### src/common/bus_pkg.sv
`default_nettype none

package bus_pkg;

	// data and address word on both sides of the controller
	typedef logic [31:0] word_t;

	// number of caches sharing the bus
	localparam int CACHES = 2;

	// words moved when a snooped cache flushes its modified block
	localparam int BLOCK_WORDS = 2;

	// sequencer states
	typedef enum logic [2:0] {
		IDLE,
		SNOOP,
		MEM_WB,
		MOD_WB,
		MEM_READ,
		COMPLETE
	} bus_state_t;

	// kind of request picked by the decoder
	typedef enum logic [1:0] {
		TXN_NONE,
		TXN_READ,
		TXN_WRITEBACK,
		TXN_INVALIDATE
	} txn_t;

endpackage

`default_nettype wire

### src/common/cache_port_if.sv
`timescale 1ns/1ps
`default_nettype none

interface cache_port_if;
	import bus_pkg::*;

	// request side, driven by the cache
	logic dREN;
	logic dWEN;
	logic ccwrite;
	logic cctrans;
	word_t daddr;
	word_t dstore;

	// reply side, driven by the controller
	logic dwait;
	word_t dload;
	logic ccwait;
	logic ccinv;
	word_t ccsnoopaddr;

	modport cache (
		output dREN, dWEN, ccwrite, cctrans, daddr, dstore,
		input dwait, dload, ccwait, ccinv, ccsnoopaddr
	);

	// request strobes are all the decoder needs
	modport decode (
		input dREN, dWEN, ccwrite
	);

	// dload comes from the reply unit, not from the sequencer
	modport seq (
		input dREN, dWEN, ccwrite, cctrans, daddr, dstore,
		output dwait, ccwait, ccinv, ccsnoopaddr
	);

endinterface

`default_nettype wire

### src/common/mem_port_if.sv
`timescale 1ns/1ps
`default_nettype none

interface mem_port_if;
	import bus_pkg::*;

	logic dREN;
	logic dWEN;
	word_t daddr;
	word_t dstore;
	word_t dload;
	// held high until the memory accepts a write or has read data
	logic dwait;

	modport ctrl (
		output dREN, dWEN, daddr, dstore,
		input dload, dwait
	);

	modport mem (
		input dREN, dWEN, daddr, dstore,
		output dload, dwait
	);

endinterface

`default_nettype wire

### src/bus_control/bus_control.sv
`timescale 1ns/1ps
`default_nettype none

module bus_control (
	input logic CLK,
	input logic nRST,
	cache_port_if.seq c0,
	cache_port_if.seq c1,
	mem_port_if.ctrl mem,
	input logic requester,
	input logic pending,
	input bus_pkg::txn_t txn,
	output logic capture,
	output logic complete,
	output logic served
);
	import bus_pkg::*;

	localparam int CNT_W = (BLOCK_WORDS > 1) ? $clog2(BLOCK_WORDS) : 1;

	bus_state_t state, next_state;
	txn_t txn_q, next_txn;
	logic next_served;
	logic [CNT_W-1:0] wb_cnt, next_wb_cnt;

	logic [CACHES-1:0] dwait_v;
	logic [CACHES-1:0] ccinv_v;
	logic [CACHES-1:0] ccwait_v;

	word_t srv_daddr;
	word_t oth_daddr;
	word_t oth_dstore;
	logic oth_cctrans;

	always_ff @(posedge CLK, negedge nRST) begin
		if (!nRST) begin
			state <= IDLE;
			served <= 1'b0;
			txn_q <= TXN_NONE;
			wb_cnt <= '0;
		end else begin
			state <= next_state;
			served <= next_served;
			txn_q <= next_txn;
			wb_cnt <= next_wb_cnt;
		end
	end

	// served cache and the one being snooped
	assign srv_daddr = served ? c1.daddr : c0.daddr;
	assign oth_daddr = served ? c0.daddr : c1.daddr;
	assign oth_dstore = served ? c0.dstore : c1.dstore;
	assign oth_cctrans = served ? c0.cctrans : c1.cctrans;

	always_comb begin
		next_state = state;
		next_served = served;
		next_txn = txn_q;
		next_wb_cnt = wb_cnt;

		dwait_v = '1;
		ccinv_v = '0;
		ccwait_v = '0;

		mem.dREN = 1'b0;
		mem.dWEN = 1'b0;
		mem.daddr = srv_daddr;
		mem.dstore = '0;

		capture = 1'b0;
		complete = 1'b0;

		// the other cache stalls for the whole transaction
		if (state != IDLE) begin
			ccwait_v[~served] = 1'b1;
		end

		case (state)
			IDLE: begin
				if (pending) begin
					next_served = requester;
					next_txn = txn;
					next_wb_cnt = '0;
					if (txn == TXN_WRITEBACK) begin
						next_state = MEM_WB;
					end else begin
						next_state = SNOOP;
					end
				end
			end

			SNOOP: begin
				if (oth_cctrans) begin
					next_state = MOD_WB;
				end else if (txn_q == TXN_INVALIDATE) begin
					// nobody holds it dirty, invalidate and release at once
					ccinv_v[~served] = 1'b1;
					dwait_v[served] = 1'b0;
					next_state = IDLE;
				end else if (txn_q == TXN_READ) begin
					next_state = MEM_READ;
				end else begin
					next_state = IDLE;
				end
			end

			MEM_WB: begin
				mem.dWEN = 1'b1;
				mem.dstore = served ? c1.dstore : c0.dstore;
				if (!mem.dwait) begin
					dwait_v[served] = 1'b0;
					next_state = IDLE;
				end
			end

			MOD_WB: begin
				// flush the snooped block word by word
				mem.dWEN = 1'b1;
				mem.daddr = oth_daddr;
				mem.dstore = oth_dstore;
				if (!mem.dwait) begin
					dwait_v[~served] = 1'b0;
					if (wb_cnt == CNT_W'(BLOCK_WORDS - 1)) begin
						ccinv_v[~served] = 1'b1;
						next_wb_cnt = '0;
						if (txn_q == TXN_READ) begin
							next_state = MEM_READ;
						end else begin
							dwait_v[served] = 1'b0;
							next_state = IDLE;
						end
					end else begin
						next_wb_cnt = wb_cnt + 1'b1;
					end
				end
			end

			MEM_READ: begin
				mem.dREN = 1'b1;
				if (!mem.dwait) begin
					capture = 1'b1;
					next_state = COMPLETE;
				end
			end

			COMPLETE: begin
				// reply unit releases the requester with the read word
				complete = 1'b1;
				next_state = IDLE;
			end

			default: begin
				next_state = IDLE;
			end
		endcase
	end

	assign c0.dwait = dwait_v[0];
	assign c1.dwait = dwait_v[1];
	assign c0.ccinv = ccinv_v[0];
	assign c1.ccinv = ccinv_v[1];
	assign c0.ccwait = ccwait_v[0];
	assign c1.ccwait = ccwait_v[1];

	// both caches watch the same snoop address
	assign c0.ccsnoopaddr = srv_daddr;
	assign c1.ccsnoopaddr = srv_daddr;

	a_mem_strobes: assert property (
		@(posedge CLK) disable iff (!nRST)
		!(mem.dREN && mem.dWEN)
	) else $error("memory read and write strobes high together");

	a_ccinv_target: assert property (
		@(posedge CLK) disable iff (!nRST)
		(state != IDLE) |-> !ccinv_v[served]
	) else $error("ccinv raised toward the served cache %0d", served);

endmodule

`default_nettype wire

### src/bus_control/bus_reply.sv
`timescale 1ns/1ps
`default_nettype none

module bus_reply (
	input logic CLK,
	input logic nRST,
	input logic capture,
	input logic complete,
	input logic served,
	input bus_pkg::word_t mem_dload,
	output bus_pkg::word_t dload0,
	output bus_pkg::word_t dload1,
	output logic rdone0,
	output logic rdone1
);
	import bus_pkg::*;

	word_t rd_word;
	logic held;

	always_ff @(posedge CLK) begin
		if (capture) begin
			rd_word <= mem_dload;
		end
	end

	// a word is waiting between capture and COMPLETE
	always_ff @(posedge CLK, negedge nRST) begin
		if (!nRST) begin
			held <= 1'b0;
		end else if (capture) begin
			held <= 1'b1;
		end else if (complete) begin
			held <= 1'b0;
		end
	end

	assign rdone0 = complete & held & ~served;
	assign rdone1 = complete & held & served;

	// only the served cache sees the word
	assign dload0 = rdone0 ? rd_word : '0;
	assign dload1 = rdone1 ? rd_word : '0;

	a_complete_after_capture: assert property (
		@(posedge CLK) disable iff (!nRST)
		complete |-> held
	) else $error("COMPLETE reached without a captured read word");

endmodule

`default_nettype wire

### src/bus_control/bus_request_decode.sv
`timescale 1ns/1ps
`default_nettype none

module bus_request_decode (
	cache_port_if.decode c0,
	cache_port_if.decode c1,
	output logic requester,
	output bus_pkg::txn_t txn,
	output logic pending
);
	import bus_pkg::*;

	logic [2:0] strobes0;
	logic [2:0] strobes1;
	logic req0;
	logic req1;
	logic win_ren;
	logic win_wen;
	logic win_ccwrite;

	assign strobes0 = {c0.dREN, c0.dWEN, c0.ccwrite};
	assign strobes1 = {c1.dREN, c1.dWEN, c1.ccwrite};

	assign req0 = |strobes0;
	assign req1 = |strobes1;

	// cache 0 always wins a tie
	assign pending = req0 | req1;
	assign requester = ~req0;

	assign win_ren = requester ? c1.dREN : c0.dREN;
	assign win_wen = requester ? c1.dWEN : c0.dWEN;
	assign win_ccwrite = requester ? c1.ccwrite : c0.ccwrite;

	always_comb begin
		if (win_ren) begin
			txn = TXN_READ;
		end else if (win_ccwrite) begin
			txn = TXN_INVALIDATE;
		end else if (win_wen) begin
			txn = TXN_WRITEBACK;
		end else begin
			txn = TXN_NONE;
		end
	end

	// a cache asks for one thing at a time
	always_comb begin
		assert ($isunknown(strobes0) || $onehot0(strobes0))
		else $error("cache 0 raised more than one request strobe: %b", strobes0);
		assert ($isunknown(strobes1) || $onehot0(strobes1))
		else $error("cache 1 raised more than one request strobe: %b", strobes1);
	end

endmodule

`default_nettype wire

### src/rtl/coherence_bus_top.sv
`timescale 1ns/1ps
`default_nettype none

module coherence_bus_top (
	input logic CLK,
	input logic nRST,

	input logic dREN0,
	input logic dWEN0,
	input logic ccwrite0,
	input logic cctrans0,
	input bus_pkg::word_t daddr0,
	input bus_pkg::word_t dstore0,
	output logic dwait0,
	output bus_pkg::word_t dload0,
	output logic ccwait0,
	output logic ccinv0,
	output bus_pkg::word_t ccsnoopaddr0,

	input logic dREN1,
	input logic dWEN1,
	input logic ccwrite1,
	input logic cctrans1,
	input bus_pkg::word_t daddr1,
	input bus_pkg::word_t dstore1,
	output logic dwait1,
	output bus_pkg::word_t dload1,
	output logic ccwait1,
	output logic ccinv1,
	output bus_pkg::word_t ccsnoopaddr1,

	output logic mem_dREN,
	output logic mem_dWEN,
	output bus_pkg::word_t mem_daddr,
	output bus_pkg::word_t mem_dstore,
	input bus_pkg::word_t mem_dload,
	input logic mem_dwait
);
	import bus_pkg::*;

	cache_port_if cp [CACHES] ();
	mem_port_if mif ();

	logic requester;
	logic pending;
	txn_t txn;
	logic capture;
	logic complete;
	logic served;
	logic rdone0;
	logic rdone1;
	word_t rep_dload0;
	word_t rep_dload1;

	assign cp[0].dREN = dREN0;
	assign cp[0].dWEN = dWEN0;
	assign cp[0].ccwrite = ccwrite0;
	assign cp[0].cctrans = cctrans0;
	assign cp[0].daddr = daddr0;
	assign cp[0].dstore = dstore0;
	assign cp[0].dload = rep_dload0;

	assign cp[1].dREN = dREN1;
	assign cp[1].dWEN = dWEN1;
	assign cp[1].ccwrite = ccwrite1;
	assign cp[1].cctrans = cctrans1;
	assign cp[1].daddr = daddr1;
	assign cp[1].dstore = dstore1;
	assign cp[1].dload = rep_dload1;

	// read release from the reply unit joins the sequencer's dwait
	assign dwait0 = cp[0].dwait & ~rdone0;
	assign dwait1 = cp[1].dwait & ~rdone1;

	assign dload0 = cp[0].dload;
	assign ccwait0 = cp[0].ccwait;
	assign ccinv0 = cp[0].ccinv;
	assign ccsnoopaddr0 = cp[0].ccsnoopaddr;

	assign dload1 = cp[1].dload;
	assign ccwait1 = cp[1].ccwait;
	assign ccinv1 = cp[1].ccinv;
	assign ccsnoopaddr1 = cp[1].ccsnoopaddr;

	assign mem_dREN = mif.dREN;
	assign mem_dWEN = mif.dWEN;
	assign mem_daddr = mif.daddr;
	assign mem_dstore = mif.dstore;
	assign mif.dload = mem_dload;
	assign mif.dwait = mem_dwait;

	bus_request_decode u_decode (
		.c0(cp[0]),
		.c1(cp[1]),
		.requester(requester),
		.txn(txn),
		.pending(pending)
	);

	bus_control u_seq (
		.CLK(CLK),
		.nRST(nRST),
		.c0(cp[0]),
		.c1(cp[1]),
		.mem(mif),
		.requester(requester),
		.pending(pending),
		.txn(txn),
		.capture(capture),
		.complete(complete),
		.served(served)
	);

	bus_reply u_reply (
		.CLK(CLK),
		.nRST(nRST),
		.capture(capture),
		.complete(complete),
		.served(served),
		.mem_dload(mif.dload),
		.dload0(rep_dload0),
		.dload1(rep_dload1),
		.rdone0(rdone0),
		.rdone1(rdone1)
	);

endmodule

`default_nettype wire

### config.mk
export PLATFORM = sky130hd
export DESIGN_NAME = coherence_bus_top
export DESIGN_NICKNAME = d
export VERILOG_FILES = /design/src/common/bus_pkg.sv /design/src/common/cache_port_if.sv /design/src/common/mem_port_if.sv /design/src/bus_control/bus_control.sv /design/src/bus_control/bus_reply.sv /design/src/bus_control/bus_request_decode.sv /design/src/rtl/coherence_bus_top.sv
export SDC_FILE = /design/constraint.sdc
export NUM_CORES = 1
export LEC_CHECK = 0
export BUFFER_PORTS_ARGS = -buffer_cell sky130_fd_sc_hd__buf_2
export CORE_AREA = 2 2 144 146
export DETAILED_ROUTE_END_ITERATION = 12
export DIE_AREA = 0 0 146 148
export RECOVER_POWER = 25
export SLEW_MARGIN = 20
export SYNTH_ARGS = -nofsm -noshare
export SYNTH_HDL_FRONTEND = slang
export SYNTH_HIERARCHICAL = 1
export SYNTH_SLANG_ARGS = --single-unit
### constraint.sdc
create_clock -name CLK -period 3.65 [get_ports CLK]
set_input_delay 0 -clock CLK [delete_from_list [all_inputs] [get_ports CLK]]
set_output_delay 0 -clock CLK [all_outputs]
set_load 0.01 [all_outputs]
* Word-level counts from Yosys, hierarchy flattened
Index checks and enable logic that the tools add are counted.
Cells by class: add/sub/neg operators 1, order comparisons 4, equality and inequality tests 13, mux-type cells 53, bitwise gates (word level) 13, reduce and logical (&&, ||, !) cells 12
Operators by type and width (count):
- 32-bit two-way mux | 7
- 32-bit one-hot mux with 2 select lines | 1
- 2-bit two-way mux | 15
- 3-bit two-way mux | 8
- 1-bit two-way mux | 16
- 3-bit one-hot mux with 5 select lines | 1
- 2-bit inequality test, second input constant | 4
- 3-bit by 2-bit equality test with 1-bit output, second input constant | 2
- 3-bit equality test, second input constant | 2
- 2-bit one-hot mux with 3 select lines | 1
- 3-bit OR reduction | 2
- 1-bit bitwise AND | 5
- 5-bit AND reduction | 1
- 2-bit equality test, second input constant | 2
- 1-bit by 2-bit < comparator with 1-bit output, second input constant | 2
- 1-bit NOT | 4
- 2-bit NOT | 2
- 2-bit one-hot mux with 2 select lines | 1
- 2-bit nonzero test | 2
- 3-bit by 1-bit equality test with 1-bit output, second input constant | 1
- 3-bit zero test | 1
- 3-bit AND reduction | 1
- 3-bit nonzero test | 1
- 2-bit bitwise AND | 1
- 10 further kinds | 13
Storage, ports and cells: register bits 40, input port bits 171, output and inout bits 200, word-level logic and storage cells 102

* Depth between registers and ports, before layout
depth after elaboration 12, depth in mapped cells 7, mapped depth without buffers 6

* Modules after synthesis
The synthesis kept the hierarchy.
Modules (own cells, without submodules):
- bus_control | times used 1, cells each 285, area each 2125.8 um2, seq. area each 175.2 um2
- bus_reply | times used 1, cells each 107, area each 1470.2 um2, seq. area each 985.9 um2
- bus_request_decode | times used 1, cells each 9, area each 47.5 um2, seq. area each 0.0 um2
- coherence_bus_top | times used 1, cells each 2, area each 27.5 um2, seq. area each 0.0 um2

* Worst setup path after synthesis
OpenSTA, ideal clock, no wires.
kind reg2reg, from register u_seq.state[0], to register u_reply.rd_word[0], enable pin, setup time 0.423 ns, data arrival time 2.191 ns, required time 3.227 ns, path slack 1.036 ns, stages on the path, launching flop included 5, buffers on the path 1, period minus slack after synthesis 2.614 ns, cells stage by stage dfrtp_1 -> buf_4 -> nor2_1 -> nand2_1 -> nor2_1
Between the ends: cells in the longest elaborated chain, start to end 2
RTL lines:
- from (decl) | RTL line bus_control.sv:21 | bus_state_t state, next_state;
- from (signal assigned) | RTL line bus_control.sv:42 | state <= next_state;
- 3-bit equality test | RTL line bus_control.sv:78 | case (state)
- 1-bit two-way mux | RTL line bus_control.sv:78
- net capture | RTL line coherence_bus_top.sv:47 | logic capture;
- to (signal assigned) | RTL line bus_reply.sv:23 | rd_word <= mem_dload;
- to (decl) | RTL line bus_reply.sv:18 | word_t rd_word;
The timed path passes the listed nets, and every way through them passes these cells. A chain may end at the register's enable or synchronous reset.

* Final worst setup path
from register u_seq.served, to output port dwait0
Between the ends: cells in the longest elaborated chain, start to end 12, elaborated cells on any way between the ends 25, classes of those cells order compare (4); mux (12); bitwise (7); reduce/logical (2)
RTL lines:
- from (decl) | RTL line bus_control.sv:15 | output logic served
- from (signal assigned) | RTL line bus_control.sv:43 | served <= next_served;
- 1-bit NOT | RTL line bus_control.sv:122 | dwait_v[~served] = 1'b0;
- 1-bit by 2-bit < comparator with 1-bit output (not written as such) / 1-bit greater-or-equal comparator (equally long branches) | RTL line bus_control.sv:122
- 1-bit logical AND (not written as such) | RTL line bus_control.sv:122
- 1-bit two-way mux (not written as such) | RTL line bus_control.sv:122
- 1-bit demux with 1-bit select
- 2-bit NOT (no line)
- 2-bit bitwise AND (no line)
- 2-bit two-way mux | RTL line bus_control.sv:126 | if (txn_q == TXN_READ) begin
- 2-bit two-way mux | RTL line bus_control.sv:123 | if (wb_cnt == CNT_W'(BLOCK_WORDS - 1)) begin
- 2-bit two-way mux | RTL line bus_control.sv:121 | if (!mem.dwait) begin
- 2-bit one-hot mux with 3 select lines * | RTL line bus_control.sv:78
- net cp[0].dwait | RTL line cache_port_if.sv:16 | logic dwait;
- 1-bit bitwise AND * | RTL line coherence_bus_top.sv:72 | assign dwait0 = cp[0].dwait & ~rdone0;
- to (decl) | RTL line coherence_bus_top.sv:14 | output logic dwait0,
Mark *: on every way through the listed nets, which the timed path passes. The rest lies on a longest branch.

==> results.txt <==
Post-route cell area: 5936 um^2
Final Max Tran Viols: 0
1st-pass router iterations: 4
Overflow after GRT: 0
H-tree lvl count: 2
DRC viols: 0
Die H: 148 um
Antenna diode count: 0
Average instance area after synthesis: 9.109 um^2
Critical Path AT: 2810 ps
Clock buffer depth: 2
VDD IR max: 192.3 uV
Synth Area in Compound Gates: 0.08521
Delay-heaviest family, CP: buffers and inverters
Layout overhead on the synthesized area: 61.69%
Power density over the cells: 630.6 nW/um^2
Final #Nets: 929
Final hold violation count: 0
Filler instances: 2160
Fin crit share: 0.7697
CP Max Fanout: 45
Cell Area, Placed: 5490 um^2
Buf+Inv Stages, Crit Path: 2
Die Span X: 146 um
Synthesized Nets: 574
Status: finished, final reports clean
DP Cell Count: 988
Largest stage delay on the critical path: 920 ps
CTS resizes: 0
Reg-to-reg critical path endpoint: u_seq/state[0]
Initial Utilization: 0.1832
Worst slew pin tran: 1171 ps
Worst Hold Path Cells: 4
Largest family of logic cells by synthesized area: simple AND/OR/NAND/NOR gates
Final WL: 15.42 mm
Synth Area in Adders: 0
Xor/xnor share of the synthesized area: 0.01431
Worst-path clk slew: 60 ps
Rel. slew slack: 0.2196
Clk_skew: 7.828 ps
Levels on crit path: 6
Synth Instances: 403
Post-Synth Simple-Gate Area: 0.2447
FF+latch count, synth: 40
Initial antenna violation count: 2
Crit Path Category: flop to output port
Clock Sinks: 40
LEAKAGE: 3.035 nW
Port Buffers: 370
Final setup viols: 0
First-pass GRT wire length: 22.74 mm
Synth Cell Area: 3671 um^2
Clk_lat worst skew: 280 ps
Fraction of layout cells with a size suffix above 1: 0.5744
Hold EP: u_seq/state[2]
Ports: 371
Fin crit period: 2809 ps
Element type at the critical path end: output port
Reg2reg start: u_seq/served
Rows: 52
Mux cell area share after synthesis: 0.2171
Worst setup SP type: flop
Crit-path cells: clkbuf_2, mux2i_1, a2111oi_0, o22ai_1, nor2b_4, buf_2
Initial drt markers: 146
FF-to-FF path depth: 4
Fmax: 0.3560 GHz
Post-synthesis sequential area ratio: 0.3163
Vias in the first global route: 4187
Avg Vias per Cell: 4.126
Min-delay src: cctrans1
Placer congestion estimate: 0.8023
Root Driver: clkbuf_16
CTS tree: built
DIE AREA: 21610 um^2
RSZ-0062 raised after global routing: no
Max Cap Viol: 0
Global Route Usage Sum: 0.1319
Post-route insts no fill: 1029
Warnings from Yosys: 6
Slowest cell on crit path: clkbuf_2
Final ANT Viol Nets: 0
Routed WL per cell: 14.98 um
Crit path required time: 3650 ps
R2r setup slk: 1350 ps
Hold WC Path Type: input pin to flop
Core area: 20040 um^2
DP Wirelength: 12.48 mm
Netlist cell types: 43
CTS buffer count: 5
Vias: 4246
Largest net degree at the start of global routing: 46
Final TNS setup: 0 ps
## worst max path at each step
stage / start / to / slack, ps
2_1_floorplan: u_seq/state[0] / u_reply/rd_word[0] / 1040
3_5_place_dp: u_seq/state[0] / u_reply/rd_word[13] / 1360
5_1_grt: u_seq/served / dwait0 / 640
6_report: u_seq/served / dwait0 / 840
3_3_place_gp: u_seq/state[2] / mem_daddr[14] / 1450
4_1_cts: u_seq/state[2] / mem_daddr[15] / 1090
## report_power, final
| part | switching, mW | internal [mW] | total (mW) |
|---|---|---|---|
| combinational | 1.51 | 1.17 | 2.67 |
| sequential | 0.0893 | 0.555 | 0.644 |
| clock | 0.174 | 0.251 | 0.424 |
## cells in the mapped netlist (all sizes together)
| library cell | count | area, um^2 |
|---|---|---|
| o21ai | 3 | 15.01 |
| xor2 | 2 | 43.80 |
| a21o | 1 | 7.510 |
| dfrtp | 8 | 200.2 |
| a2111oi | 1 | 8.760 |
| o31a | 3 | 26.28 |
| a21oi | 36 | 180.2 |
| o41ai | 1 | 8.760 |
| edfxtp | 32 | 960.9 |
| clkbuf | 5 | 21.27 |
| o22ai | 2 | 12.51 |
| and3 | 3 | 23.77 |
| nand2b | 5 | 31.28 |
| mux2 | 67 | 777.0 |
| a31oi | 2 | 12.51 |
| inv | 6 | 25.03 |
| mux2i | 2 | 20.02 |
| a211oi | 1 | 7.510 |
| xnor2 | 1 | 8.760 |
| nand3 | 1 | 5.000 |
| o21bai | 1 | 7.510 |
| and2 | 65 | 406.6 |
| a32oi | 1 | 8.760 |
| o32a | 1 | 10.01 |
| nor3 | 6 | 35.03 |
| o31ai | 1 | 7.510 |
| nor2b | 6 | 52.55 |
| buf | 55 | 402.9 |
| and3b | 1 | 10.01 |
| nand3b | 1 | 7.510 |
| nor2 | 11 | 41.29 |
| nand2 | 70 | 270.3 |
| nor3b | 2 | 15.01 |
## worst min-delay path, stage by stage
cell	delay, ps
buf_2	110
mux2i_1	90
nor2_1	100
o41ai_1	80
## sequential cells by signal, indices dropped and copies added, names as in the netlist
name and cells:
u_reply/held 1, u_reply/rd_word 32, u_seq/served 1, u_seq/state 3, u_seq/txn_q 2, u_seq/wb_cnt 1
## final cells by class
class	instances	area (um^2)	area share
Inverter	6	23.77	0.004005
Multi-Input combinational cell	297	2076	0.3497
Clock buffer	5	125.1	0.02108
Sequential cell	40	1161	0.1956
Tap cell	270	337.8	0.05691
Timing Repair Buffer	408	2193	0.3695
Clock inverter	3	18.77	0.003162
## per-layer routing
metal  share of wire  vias to the layer above  GRT usage  routed length [um]
met1            0.39                     1945     0.1527                6076
met5          0.0021                        -          0                  32
li1                -                     2052          -                   -
met2            0.49                      222     0.2366                7614
met3           0.088                       23    0.03735                1362
met4           0.022                        4    0.03981                 333
## layout by cell type (no fill, tap or decap), types with 6 or more instances in the layout
master           n
a21oi_1         36
and2_1          65
buf_2          350
clkbuf_1        19
dfrtp_1          8
dlygate4sd3_1   33
edfxtp_1        32
mux2_2          56
mux2_4           6
nand2_1         69
nor2_1          10
## what timing repair did
item / CTS / global route
endpoints found under the setup margin: 0 / 0
hold buffers: 33 / 0
buffers inserted: 0 / 0
endpoints found under the hold margin: 40 / 0
## stage by stage
stage	hold slack [ps]	utilization	total power, mW	worst slack (ps)
3_5_place_dp	-144.7	0.2740	3.319	1356
2_1_floorplan	-295.6	-	2.557	1036
5_1_grt	183.2	0.2962	4.011	637.6
4_1_cts	112.6	0.2976	3.787	1088
6_report	140.2	0.2962	3.743	840.6
3_3_place_gp	-147.1	0.2740	3.305	1451
## cells by family (layout without fill, tap and decap cells)
group,after synthesis,in the layout
AOI/OAI and AO/OA,54,54
buffers and inverters,66,422
muxes,69,69
DFF,40,40
and+or+nand+nor,171,171
xor gates and xnor gates,3,3
(Power assumes the default switching activity.)
